<file path="src/design/tilemapPkg.sv">
package tilemapPkg;

	////////////////////////////////////////////////////////////////////////////
	// Bus widths
	////////////////////////////////////////////////////////////////////////////

	// Raster counters, 9 bits each
	localparam int posWidth = 9;

	// Tile RAM address, top bit picks the layer
	localparam int ramAddrWidth = 13;

	// Graphics ROM address
	localparam int gfxAddrWidth = 14;

	////////////////////////////////////////////////////////////////////////////
	// Encodings
	////////////////////////////////////////////////////////////////////////////

	// CPU register index on cpuAddr[1:0]
	typedef enum logic [1:0] {
		regScrollXLow  = 2'd0, // X scroll bits 7..0
		regScrollXHigh = 2'd1, // Data bit 0 into X scroll bit 8
		regScrollY     = 2'd2, // Full 8-bit Y scroll
		regUnused      = 2'd3  // Writes dropped
	} scrollReg;

	// Clock within a four-clock fetch slot, from hCount[1:0]
	typedef enum logic [1:0] {
		phaseCodeA = 2'd0,
		phaseAttrA = 2'd1,
		phaseCodeB = 2'd2,
		phaseAttrB = 2'd3
	} fetchPhase;

endpackage
</file>
<file path="src/design/tilemapAddressGen.sv">
module tilemapAddressGen (
	input  logic                                clk6M,
	input  logic                                reset,
	input  logic                                hSyncN,
	input  logic                                vSyncN,
	input  logic                                flip,
	input  logic                                latchN,
	input  logic [2:0]                          cpuAddr,
	input  logic [7:0]                          cpuData,
	input  logic                                ramSelN,
	input  logic                                writeN,
	input  logic [7:0]                          ramData,
	output logic [tilemapPkg::ramAddrWidth-1:0] ramAddr,
	output logic [tilemapPkg::gfxAddrWidth-1:0] gfxAddr,
	output logic                                ramWriteN,
	output logic                                ramReadN,
	output logic [7:0]                          ramDataOut,
	output logic [7:0]                          cpuDataOut,
	output logic [2:0]                          fineA,
	output logic [2:0]                          fineB
);
	import tilemapPkg::*;

	// Raster position
	logic [posWidth-1:0] hCount;
	logic [posWidth-1:0] vCount;

	// Scroll registers
	logic [8:0] scrollXA;
	logic [7:0] scrollYA;
	logic [8:0] scrollXB;
	logic [7:0] scrollYB;

	// Per-layer addresses
	logic [11:0]             ramAddrA;
	logic [11:0]             ramAddrB;
	logic [gfxAddrWidth-1:0] gfxAddrA;
	logic [gfxAddrWidth-1:0] gfxAddrB;

	videoTiming timing (
		.clk6M  (clk6M),
		.reset  (reset),
		.hSyncN (hSyncN),
		.vSyncN (vSyncN),
		.hCount (hCount),
		.vCount (vCount)
	);

	scrollRegisterDecode decode (
		.clk6M    (clk6M),
		.reset    (reset),
		.latchN   (latchN),
		.cpuAddr  (cpuAddr),
		.cpuData  (cpuData),
		.scrollXA (scrollXA),
		.scrollYA (scrollYA),
		.scrollXB (scrollXB),
		.scrollYB (scrollYB)
	);

	////////////////////////////////////////////////////////////////////////////
	// Two layers, same logic, different slot half
	////////////////////////////////////////////////////////////////////////////

	layerAddressGen layerA (
		.clk6M       (clk6M),
		.reset       (reset),
		.flip        (flip),
		.hCount      (hCount),
		.vCount      (vCount),
		.scrollX     (scrollXA),
		.scrollY     (scrollYA),
		.layerSelect (1'b0),
		.ramData     (ramData),
		.ramAddr     (ramAddrA),
		.gfxAddr     (gfxAddrA),
		.fine        (fineA)
	);

	layerAddressGen layerB (
		.clk6M       (clk6M),
		.reset       (reset),
		.flip        (flip),
		.hCount      (hCount),
		.vCount      (vCount),
		.scrollX     (scrollXB),
		.scrollY     (scrollYB),
		.layerSelect (1'b1),
		.ramData     (ramData),
		.ramAddr     (ramAddrB),
		.gfxAddr     (gfxAddrB),
		.fine        (fineB)
	);

	// Shared buses and CPU gating
	addressInterleave interleave (
		.hCount     (hCount),
		.ramAddrA   (ramAddrA),
		.ramAddrB   (ramAddrB),
		.gfxAddrA   (gfxAddrA),
		.gfxAddrB   (gfxAddrB),
		.ramSelN    (ramSelN),
		.writeN     (writeN),
		.cpuData    (cpuData),
		.ramData    (ramData),
		.ramAddr    (ramAddr),
		.gfxAddr    (gfxAddr),
		.ramWriteN  (ramWriteN),
		.ramReadN   (ramReadN),
		.ramDataOut (ramDataOut),
		.cpuDataOut (cpuDataOut)
	);

endmodule

</file>
<file path="src/design/addressInterleave.sv">
module addressInterleave (
	input  logic [tilemapPkg::posWidth-1:0]     hCount,
	input  logic [11:0]                         ramAddrA,
	input  logic [11:0]                         ramAddrB,
	input  logic [tilemapPkg::gfxAddrWidth-1:0] gfxAddrA,
	input  logic [tilemapPkg::gfxAddrWidth-1:0] gfxAddrB,
	input  logic                                ramSelN,
	input  logic                                writeN,
	input  logic [7:0]                          cpuData,
	input  logic [7:0]                          ramData,
	output logic [tilemapPkg::ramAddrWidth-1:0] ramAddr,
	output logic [tilemapPkg::gfxAddrWidth-1:0] gfxAddr,
	output logic                                ramWriteN,
	output logic                                ramReadN,
	output logic [7:0]                          ramDataOut,
	output logic [7:0]                          cpuDataOut
);
	import tilemapPkg::*;

	// Current clock of the fetch slot
	fetchPhase phase;

	assign phase = fetchPhase'(hCount[1:0]);

	////////////////////////////////////////////////////////////////////////////
	// Tile RAM address bus
	////////////////////////////////////////////////////////////////////////////

	always_comb begin
		unique case (phase)
			// Layer A half, leading 0
			phaseCodeA, phaseAttrA: ramAddr = {1'b0, ramAddrA};
			// Layer B half, leading 1
			phaseCodeB, phaseAttrB: ramAddr = {1'b1, ramAddrB};
		endcase
	end

	// ROM side runs half a slot behind the RAM side
	// A shows while B fetches and the other way round
	assign gfxAddr = hCount[1] ? gfxAddrA : gfxAddrB;

	////////////////////////////////////////////////////////////////////////////
	// CPU access to tile RAM
	////////////////////////////////////////////////////////////////////////////

	// Both strobes idle high while unselected
	assign ramWriteN = ramSelN | writeN;
	assign ramReadN  = ramSelN | ~writeN;

	// Write data always presented
	assign ramDataOut = cpuData;

	// Read data only during a selected read
	assign cpuDataOut = ramReadN ? 8'h00 : ramData;

endmodule

</file>
<file path="src/design/layerAddressGen.sv">
module layerAddressGen (
	input  logic                                clk6M,
	input  logic                                reset,
	input  logic                                flip,
	input  logic [tilemapPkg::posWidth-1:0]     hCount,
	input  logic [tilemapPkg::posWidth-1:0]     vCount,
	input  logic [8:0]                          scrollX,
	input  logic [7:0]                          scrollY,
	input  logic                                layerSelect,
	input  logic [7:0]                          ramData,
	output logic [11:0]                         ramAddr,
	output logic [tilemapPkg::gfxAddrWidth-1:0] gfxAddr,
	output logic [2:0]                          fine
);
	import tilemapPkg::*;

	// Raster position after optional flip
	logic [posWidth-1:0] rasterX;
	logic [7:0]          rasterY;

	// Position in the scrolled tilemap
	logic [posWidth-1:0] tileX;
	logic [7:0]          tileY;

	// Slot decode for this layer
	logic ownSlot;
	logic codePhase;
	logic attrPhase;

	// Code byte held until the attribute arrives
	logic [7:0] codeByte;

	////////////////////////////////////////////////////////////////////////////
	// Scrolled position
	////////////////////////////////////////////////////////////////////////////

	// Flip mirrors both axes before scroll is added
	assign rasterX = flip ? ~hCount : hCount;
	assign rasterY = flip ? ~vCount[7:0] : vCount[7:0];

	// Both sums wrap at their own width
	assign tileX = rasterX + scrollX;
	assign tileY = rasterY + scrollY;

	// Pixel within the tile
	assign fine = tileX[2:0];

	////////////////////////////////////////////////////////////////////////////
	// Tile RAM address
	////////////////////////////////////////////////////////////////////////////

	// Layer A owns the first half of the slot, B the second
	assign ownSlot   = (hCount[1] == layerSelect);
	assign codePhase = ownSlot & ~hCount[0];
	assign attrPhase = ownSlot & hCount[0];

	// Row, column, then byte select
	// hCount[0] low reads code, high reads attribute
	assign ramAddr = {tileY[7:3], tileX[8:3], hCount[0]};

	////////////////////////////////////////////////////////////////////////////
	// Tile data capture
	////////////////////////////////////////////////////////////////////////////

	always_ff @(posedge clk6M) begin
		if (reset) begin
			codeByte <= '0;
			gfxAddr  <= '0;
		end else begin
			// End of code phase
			if (codePhase) begin
				codeByte <= ramData;
			end
			// End of attribute phase, attribute taken straight off the RAM
			// Row within tile as it stands at this edge
			if (attrPhase) begin
				gfxAddr <= {ramData[2:0], codeByte, tileY[2:0]};
			end
		end
	end

endmodule

</file>
<file path="src/design/scrollRegisterDecode.sv">
module scrollRegisterDecode (
	input  logic       clk6M,
	input  logic       reset,
	input  logic       latchN,
	input  logic [2:0] cpuAddr,
	input  logic [7:0] cpuData,
	output logic [8:0] scrollXA,
	output logic [7:0] scrollYA,
	output logic [8:0] scrollXB,
	output logic [7:0] scrollYB
);
	import tilemapPkg::*;

	// Scroll state, index 0 is layer A, index 1 is layer B
	logic [8:0] scrollX [2];
	logic [7:0] scrollY [2];

	// Decoded write target
	logic     layer;
	scrollReg regSel;

	// Bit 2 picks the layer, low bits pick the register
	assign layer  = cpuAddr[2];
	assign regSel = scrollReg'(cpuAddr[1:0]);

	////////////////////////////////////////////////////////////////////////////
	// Register writes on the latch strobe
	////////////////////////////////////////////////////////////////////////////

	always_ff @(posedge clk6M) begin
		if (reset) begin
			for (int i = 0; i < 2; i++) begin
				scrollX[i] <= '0;
				scrollY[i] <= '0;
			end
		end else if (!latchN) begin
			// One-cycle strobe, no back-pressure
			unique case (regSel)
				regScrollXLow: begin
					scrollX[layer][7:0] <= cpuData;
				end
				regScrollXHigh: begin
					// Only the ninth bit lives here
					scrollX[layer][8] <= cpuData[0];
				end
				regScrollY: begin
					scrollY[layer] <= cpuData;
				end
				regUnused: begin
					// Nothing to update
				end
			endcase
		end
	end

	// Per-layer outputs
	assign scrollXA = scrollX[0];
	assign scrollYA = scrollY[0];
	assign scrollXB = scrollX[1];
	assign scrollYB = scrollY[1];

endmodule

</file>
<file path="src/design/videoTiming.sv">
module videoTiming (
	input  logic                            clk6M,
	input  logic                            reset,
	input  logic                            hSyncN,
	input  logic                            vSyncN,
	output logic [tilemapPkg::posWidth-1:0] hCount,
	output logic [tilemapPkg::posWidth-1:0] vCount
);

	// Previous sync samples
	logic hSyncLast;
	logic vSyncLast;

	// Falling edge seen this cycle
	logic hSyncFall;
	logic vSyncFall;

	////////////////////////////////////////////////////////////////////////////
	// Sync edge detect
	////////////////////////////////////////////////////////////////////////////

	// High last cycle, low now
	assign hSyncFall = hSyncLast & ~hSyncN;
	assign vSyncFall = vSyncLast & ~vSyncN;

	// Cleared to low, so a sync held low through reset gives no edge
	always_ff @(posedge clk6M) begin
		if (reset) begin
			hSyncLast <= 1'b0;
			vSyncLast <= 1'b0;
		end else begin
			hSyncLast <= hSyncN;
			vSyncLast <= vSyncN;
		end
	end

	////////////////////////////////////////////////////////////////////////////
	// Raster counters
	////////////////////////////////////////////////////////////////////////////

	always_ff @(posedge clk6M) begin
		if (reset) begin
			hCount <= '0;
			vCount <= '0;
		end else begin
			// Horizontal restarts on each line
			if (hSyncFall) begin
				hCount <= '0;
			end else begin
				hCount <= hCount + 1'b1;
			end

			// Frame start takes priority over line advance
			if (vSyncFall) begin
				vCount <= '0;
			end else if (hSyncFall) begin
				vCount <= vCount + 1'b1;
			end
		end
	end

endmodule

</file>
<file path="config.mk">
export PLATFORM = sky130hd
export DESIGN_NAME = tilemapAddressGen
export DESIGN_NICKNAME = d
export VERILOG_FILES = /design/src/design/tilemapPkg.sv /design/src/design/tilemapAddressGen.sv /design/src/design/addressInterleave.sv /design/src/design/layerAddressGen.sv /design/src/design/scrollRegisterDecode.sv /design/src/design/videoTiming.sv
export SDC_FILE = /design/constraint.sdc
export NUM_CORES = 1
export LEC_CHECK = 0
export BUFFER_PORTS_ARGS = -buffer_cell sky130_fd_sc_hd__buf_2
export CAP_MARGIN = 20
export CORE_MARGIN = 5
export CORE_UTILIZATION = 50
export CTS_BUF_LIST = sky130_fd_sc_hd__clkbuf_4
export CTS_CLUSTER_DIAMETER = 200
export DETAILED_ROUTE_END_ITERATION = 10
export GPL_ROUTABILITY_DRIVEN = 0
export PLACE_DENSITY = 0.75
export SYNTH_ARGS = -nofsm -noshare
export SYNTH_HDL_FRONTEND = slang
export SYNTH_HIERARCHICAL = 1
export SYNTH_SLANG_ARGS = --single-unit
</file>
<file path="constraint.sdc">
create_clock -name clk6M -period 7.7 [get_ports clk6M]
set_input_delay 1.54 -clock clk6M [delete_from_list [all_inputs] [get_ports clk6M]]
set_output_delay 1.54 -clock clk6M [all_outputs]
set_load 0.05 [all_outputs]
</file>
==> results.txt, run 1 <==
final clock skew -> 0.0166 ns
vias in the first global route -> 4428
CP Buf/Inv Count -> 3
synth-to-layout area growth -> 5.94%
Initial Util -> 50.6%
Sink Count -> 97
Antenna Nets Post-Route -> 0
hpwl dp -> 9430 µm
core area -> 11900 µm²
share of layout cells above drive strength 1 -> 19.9%
Int Power -> 0.785 mW
# diodes -> 0
Max FO, Critical Path -> 34
Final nets -> 726
LEAKAGE -> 2.68 nW
average vias per placed instance -> 5.41
Cells after Synth -> 624
FP Rows -> 40
Ports -> 78
Synth Cell Area -> 6000 µm²
TNS Setup -> 0 ns
sw frac -> 38.2%
Max-Cap Viols -> 0
Worst setup SP type -> input port
initial antenna violation count -> 0
Yosys warning count -> 6
commonest non-fill, non-tap cell in the layout -> buf_2
Avg WL per Cell -> 15.7 µm
GRT Util Overall -> 18.4%
Slew @ Worst Pin -> 0.998 ns
fin util -> 53.6%
DRC violations left -> 0
Slew HR -> 33.3%
worst-path cell chain -> buf_2 -> xor2_1 -> ha_1 -> inv_1 -> fa_1 -> nand2b_1 -> a21oi_1 -> a21oi_1 -> xnor2_1 -> mux2_4 -> buf_2
min Tclk post-route -> 5.93 ns
final hold vios -> 0
CP Data Arrival Time -> 4.39 ns
CTS H-tree depth -> 3
post-CTS sizing -> 0
chip width -> 120 µm
clock slew at reported path FFs -> 0.15 ns
Syn Area/Cell -> 9.61 µm²
Slew Limit Fails -> 0
Max clock buf depth -> 2
Die Y -> 120 µm
clock share of power -> 19.7%
peak supply drop -> 0.148 mV
fmax -> 169 MHz
Top Family by Delay on Critical Path -> buffers and inverters
# hold bufs at CTS -> 0
area of the die -> 14300 µm²
Skew-Pair Late Insertion Delay -> 0.48 ns
final wirelength -> 12800 µm
DR pass1 iterations -> 6
# Post-CTS Setup Buffers -> 0
combinational share of power -> 34.9%
CP max stage delay -> 0.71 ns
required time of the critical path -> 6.16 ns
CTS tree -> done
root buffer cell -> clkbuf_4
first-pass GRT wire length -> 21400 µm
hold slack final -> 0.467 ns
via count -> 4406
PD cells -> 200 nW/µm²
RSZ-0062 raised after global routing -> false
classification of the worst setup path -> input port to primary output
Flop pwr share -> 45.4%
initial detailed-routing violation count -> 250
min-delay worst type -> register to register
CP max-delay cell -> buf_2
largest net degree at the start of global routing -> 61
CP Capture Type -> primary output
commonest non-fill, non-tap cells in the layout -> 77 x buf_2, 67 x nor2_1, 62 x dfxtp_1
grt ovf -> 0
Final Setup Violations -> 0
Port-buffer cells -> 77
Psw -> 0.486 mW
status -> completed
Period Utilization, post-route -> 77.1%
post-synthesis net count -> 687
total CTS buffers -> 9
## final timing paths
| check | start | endpoint | slack, ns | cells past startpoint |
|---|---|---|---|---|
| hold / removal | layerA/gfxAddr[1]$_SDFFE_PP0P_ | layerA/gfxAddr[1]$_SDFFE_PP0P_ | 0.47 | 2 |
| setup / recovery | flip | ramAddr[6] | 1.77 | 11 |
| setup reg to reg | timing/hCount[1]$_SDFF_PP0_ | layerB/codeByte[2]$_SDFFE_PP0P_ | 4.95 | 5 |
| hold reg to reg | layerA/gfxAddr[1]$_SDFFE_PP0P_ | layerA/gfxAddr[1]$_SDFFE_PP0P_ | 0.47 | 2 |
## power groups by stage
stage	clock (mW)	combinational (mW)	sequential, mW
finish	0.250	0.444	0.577
global route	0.285	0.481	0.580
CTS	0.261	0.447	0.577
detailed placement	0	0.445	0.588
global placement	0	0.438	0.586
floorplan	0	0.392	0.581
## per-stage QoR
stage,setup slack (ns),power (mW),instances,area [µm²]
global route,1.57,1.35,815,6350
floorplan,2.35,0.973,624,6000
global placement,1.90,1.02,799,6230
CTS,1.78,1.28,815,6350
finish,1.77,1.27,815,6350
detailed placement,1.80,1.03,799,6230
## state kept, by name (all words and copies together) (netlist names)
register / cells
layerA/codeByte: 8
decode/scrollY: 16
timing/hSyncLast: 1
decode/scrollX: 18
layerB/codeByte: 8
layerA/gfxAddr: 14
layerB/gfxAddr: 14
timing/hCount: 9
timing/vSyncLast: 1
timing/vCount: 8
## routing by layer
layer,wire length [µm],track usage (%)
met5,0,0
met4,255,6.01
met1,5610,23.1
met2,6310,31.1
met3,630,4.57
## tightest hold or removal path, delay by kind of cell, from the launching register on
| family | cells | cell delay, ns |
|---|---|---|
| DFF | 1 | 0.34 |
| AOI/OAI and AO/OA | 1 | 0.05 |
| and+or+nand+nor | 1 | 0.05 |
## cell type report
cell class | count | area (µm²)
tap | 147 | 184
clock inverter | 6 | 48.8
clock buffer | 10 | 75.1
fill | 1055 | 5510
timing repair buffer | 80 | 408
inverter | 14 | 52.6
sequential | 97 | 2280
multi-input combinational | 461 | 3300
(Power assumes the default switching activity.)
==> run 2: changes to the inputs <==
--- a/config.mk
+++ b/config.mk
@@ -5,6 +5,7 @@
 export SDC_FILE = /design/constraint.sdc
 export NUM_CORES = 1
 export LEC_CHECK = 0
+export ABC_AREA = 1
 export BUFFER_PORTS_ARGS = -buffer_cell sky130_fd_sc_hd__buf_2
 export CAP_MARGIN = 20
 export CORE_MARGIN = 5
@@ -13,7 +14,7 @@
 export CTS_CLUSTER_DIAMETER = 200
 export DETAILED_ROUTE_END_ITERATION = 10
 export GPL_ROUTABILITY_DRIVEN = 0
-export PLACE_DENSITY = 0.75
+export PLACE_DENSITY = 0.74
 export SYNTH_ARGS = -nofsm -noshare
 export SYNTH_HDL_FRONTEND = slang
 export SYNTH_HIERARCHICAL = 1
==> constraint.sdc (replaced) <==
create_clock -name clk6M -period 6.1 [get_ports clk6M]
set_input_delay 1.22 -clock clk6M [delete_from_list [all_inputs] [get_ports clk6M]]
set_output_delay 1.22 -clock clk6M [all_outputs]
set_load 0.05 [all_outputs]
==> run 2 against run 1 <==
Non-clock buffer count up 3. Clock skew up 0.0011 ns. Sequential power up 25%. Core utilization up 0.093 points. Routed wire length up 8.6%. Critical path depth up 1. Final area up 5.3%. Total power up 23%. Count of clock-buffer cells in the layout unchanged. Die area up 4.2%. Sequential cell count unchanged. Critical path type unchanged. Largest cell class unchanged. Largest power group unchanged.
==> results.txt, run 2 <==
status -> completed (unchanged)
Max clock buf depth -> 2 (unchanged)
Worst Reg-to-Reg Cells -> 6 (was 5)
post-CTS sizing -> 0 (unchanged)
placed inst area -> 6580 µm² (was 6230 µm²)
final wirelength -> 13900 µm (was 12800 µm)
Ports -> 78 (unchanged)
share of layout cells above drive strength 1 -> 15.1% (was 19.9%)
Syn Area/Cell -> 7.30 µm² (was 9.61 µm²)
vias in the first global route -> 4777 (was 4428)
Finished Layout Cells -> 1088 (was 815)
Flop pwr share -> 46.1% (was 45.4%)
CP Data Arrival Time -> 3.50 ns (was 4.39 ns)
WL met3 -> 603 µm (was 630 µm)
DP Cell Count -> 1071 (was 799)
clock slew at reported path FFs -> 0.14 ns (was 0.15 ns)
FF-to-FF setup slack -> 4.14 ns (was 4.95 ns)
CTS H-tree depth -> 3 (unchanged)
Max-Cap Viols -> 0 (unchanged)
Finished Cell Area -> 6690 µm² (was 6350 µm²)
synth-to-layout area growth -> 6.62% (was 5.94%)
Worst Setup Slack, final -> 1.38 ns (was 1.77 ns)
Final Setup Violations -> 0 (unchanged)
CP max-delay cell -> buf_2 (unchanged)
classification of the worst setup path -> input port to primary output (unchanged)
sw frac -> 39.7% (was 38.2%)
Avg WL per Cell -> 12.8 µm (was 15.7 µm)
WL met2 -> 6510 µm (was 6310 µm)
peak supply drop -> 0.101 mV (was 0.148 mV)
Hold Crit Depth -> 2 (unchanged)
Slew HR -> 50.6% (was 33.3%)
Psw -> 0.621 mW (was 0.486 mW)
TNS Setup -> 0 ns (unchanged)
Antenna Nets Post-Route -> 0 (unchanged)
Reg-to-Reg Start -> timing/hCount[1]$_SDFF_PP0_ (unchanged)
CP Capture Type -> primary output (unchanged)
Int Power -> 0.943 mW (was 0.785 mW)
RSZ-0062 raised after global routing -> false (unchanged)
WHS Endpoint -> layerB/gfxAddr[13]$_SDFFE_PP0P_ (was layerA/gfxAddr[1]$_SDFFE_PP0P_)
final hold vios -> 0 (unchanged)
max layer used -> met4 (unchanged)
Max FO, Critical Path -> 27 (was 34)
CP dominant cell by count -> nand2_1
CP max stage delay -> 0.57 ns (was 0.71 ns)
GRT Util Overall -> 19.2% (was 18.4%)
DR pass1 iterations -> 4 (was 6)
combinational share of power -> 34.7% (was 34.9%)
min Tclk post-route -> 4.72 ns
hold slack final -> 0.474 ns (was 0.467 ns)
Synth Cell Area -> 6270 µm² (was 6000 µm²)
Yosys warning count -> 6 (unchanged)
first-pass GRT wire length -> 22700 µm (was 21400 µm)
DRC violations left -> 0 (unchanged)
commonest non-fill, non-tap cell in the layout -> nand2_1 (was buf_2)
total CTS buffers -> 9 (unchanged)
area of the die -> 14900 µm² (was 14300 µm²)
Slew Limit Fails -> 0 (unchanged)
Final nets -> 973 (was 726)
min-delay worst type -> register to register (unchanged)
clock share of power -> 19.2% (was 19.7%)
initial detailed-routing violation count -> 338 (was 250)
max reg flops -> 18 (unchanged)
hpwl dp -> 10400 µm (was 9430 µm)
fmax -> 212 MHz
met1 wire length -> 6510 µm (was 5610 µm)
Reg with most FFs -> decode/scrollX (unchanged)
# fillers -> 1225 (was 1055)
Cells after Synth -> 860 (was 624)
HP Start -> layerB/gfxAddr[13]$_SDFFE_PP0P_ (was layerA/gfxAddr[1]$_SDFFE_PP0P_)
grt ovf -> 0 (unchanged)
Sink Count -> 97 (unchanged)
Initial Util -> 50.3% (was 50.6%)
largest net degree at the start of global routing -> 51 (was 61)
average vias per placed instance -> 4.84 (was 5.41)
Skew-Pair Late Insertion Delay -> 0.45 ns (was 0.48 ns)
post-synthesis net count -> 923 (was 687)
FF-to-FF End -> layerB/codeByte[4]$_SDFFE_PP0P_ (was layerB/codeByte[2]$_SDFFE_PP0P_)
chip width -> 122 µm (was 120 µm)
Regs by FF count -> decode/scrollX x18, decode/scrollY x16 (unchanged)
PD cells -> 234 nW/µm² (was 200 nW/µm²)
worst-path cell chain -> buf_2 -> buf_4 -> xor2_1 -> ha_1 -> nand2_1 -> inv_1 -> a21oi_1 -> nand3_1 -> nand2_1 -> nand2_1 -> nand2_1 -> buf_2 (was buf_2 -> xor2_1 -> ha_1 -> inv_1 -> fa_1 -> nand2b_1 -> a21oi_1 -> a21oi_1 -> xnor2_1 -> mux2_4 -> buf_2)
via count -> 5271 (was 4406)
CP Buf/Inv Count -> 4 (was 3)
FP Rows -> 41 (was 40)
final clock skew -> 0.0176 ns (was 0.0166 ns)
initial antenna violation count -> 1 (was 0)
# hold bufs at CTS -> 0 (unchanged)
CTS tree -> done (unchanged)
required time of the critical path -> 4.88 ns (was 6.16 ns)
Die Y -> 122 µm (was 120 µm)
Slew @ Worst Pin -> 0.741 ns (was 0.998 ns)
Worst setup SP type -> input port (unchanged)
commonest non-fill, non-tap cells in the layout -> 284 x nand2_1, 92 x inv_1, 81 x nor2_1 (was 77 x buf_2, 67 x nor2_1, 62 x dfxtp_1)
core area -> 12500 µm² (was 11900 µm²)
Port-buffer cells -> 77 (unchanged)
Top Family by Delay on Critical Path -> buffers and inverters (unchanged)
# Post-CTS Setup Buffers -> 0 (unchanged)
LEAKAGE -> 3.31 nW (was 2.68 nW)
pre-CTS setup slack -> 1.35 ns (was 1.80 ns)
Period Utilization, post-route -> 77.4%
root buffer cell -> clkbuf_4 (unchanged)
run 2: power groups by stage:
stage / combinational (mW) / sequential [mW] / clock [mW]
finish: 0.543 / 0.721 / 0.301
global route: 0.596 / 0.725 / 0.329
CTS: 0.545 / 0.720 / 0.310
detailed placement: 0.543 / 0.735 / 0
global placement: 0.537 / 0.734 / 0
floorplan: 0.459 / 0.732 / 0
run 2: final cells by class:
type | instances | area (µm²) | share of cell area (%)
Timing Repair Buffer | 83 | 430 | 6.43
Multi-Input combinational cell | 621 | 3280 | 49.0
Tap cell | 172 | 215 | 3.22
Clock buffer | 10 | 75.1 | 1.12
Inverter | 98 | 373 | 5.57
Antenna cell | 1 | 2.50 | 0.0374
Sequential cell | 97 | 2280 | 34.1
Clock inverter | 6 | 32.5 | 0.486
run 2: worst min-delay path: stages, from the launching register on:
cell and delay (ns):
dfxtp_1 0.34, nand2_1 0.06, a21oi_1 0.05
run 2: layer usage:
metal | track usage, % | up-vias
met2 | 31.4 | 104
met5 | 0 | -
met3 | 2.51 | 17
met4 | 7.07 | 0
li1 | - | 2780
met1 | 26.0 | 2370
run 2: through the flow:
step	util [%]	total power [mW]
floorplan	-	1.19
finish	53.7	1.56
global placement	52.8	1.27
global route	53.7	1.65
detailed placement	52.8	1.28
CTS	53.6	1.58
run 2: how the worst max path moves through the flow:
stage / start / endpoint / slack (ns) / cells past startpoint
5_1_grt: flip / ramAddr[11] / 1.14 / 12
4_1_cts: flip / ramAddr[6] / 1.37 / 15
6_report: flip / ramAddr[11] / 1.38 / 12
3_3_place_gp: flip / ramAddr[4] / 1.42 / 15
3_5_place_dp: flip / ramAddr[6] / 1.35 / 15
2_1_floorplan: flip / fineA[2] / 1.65 / 7
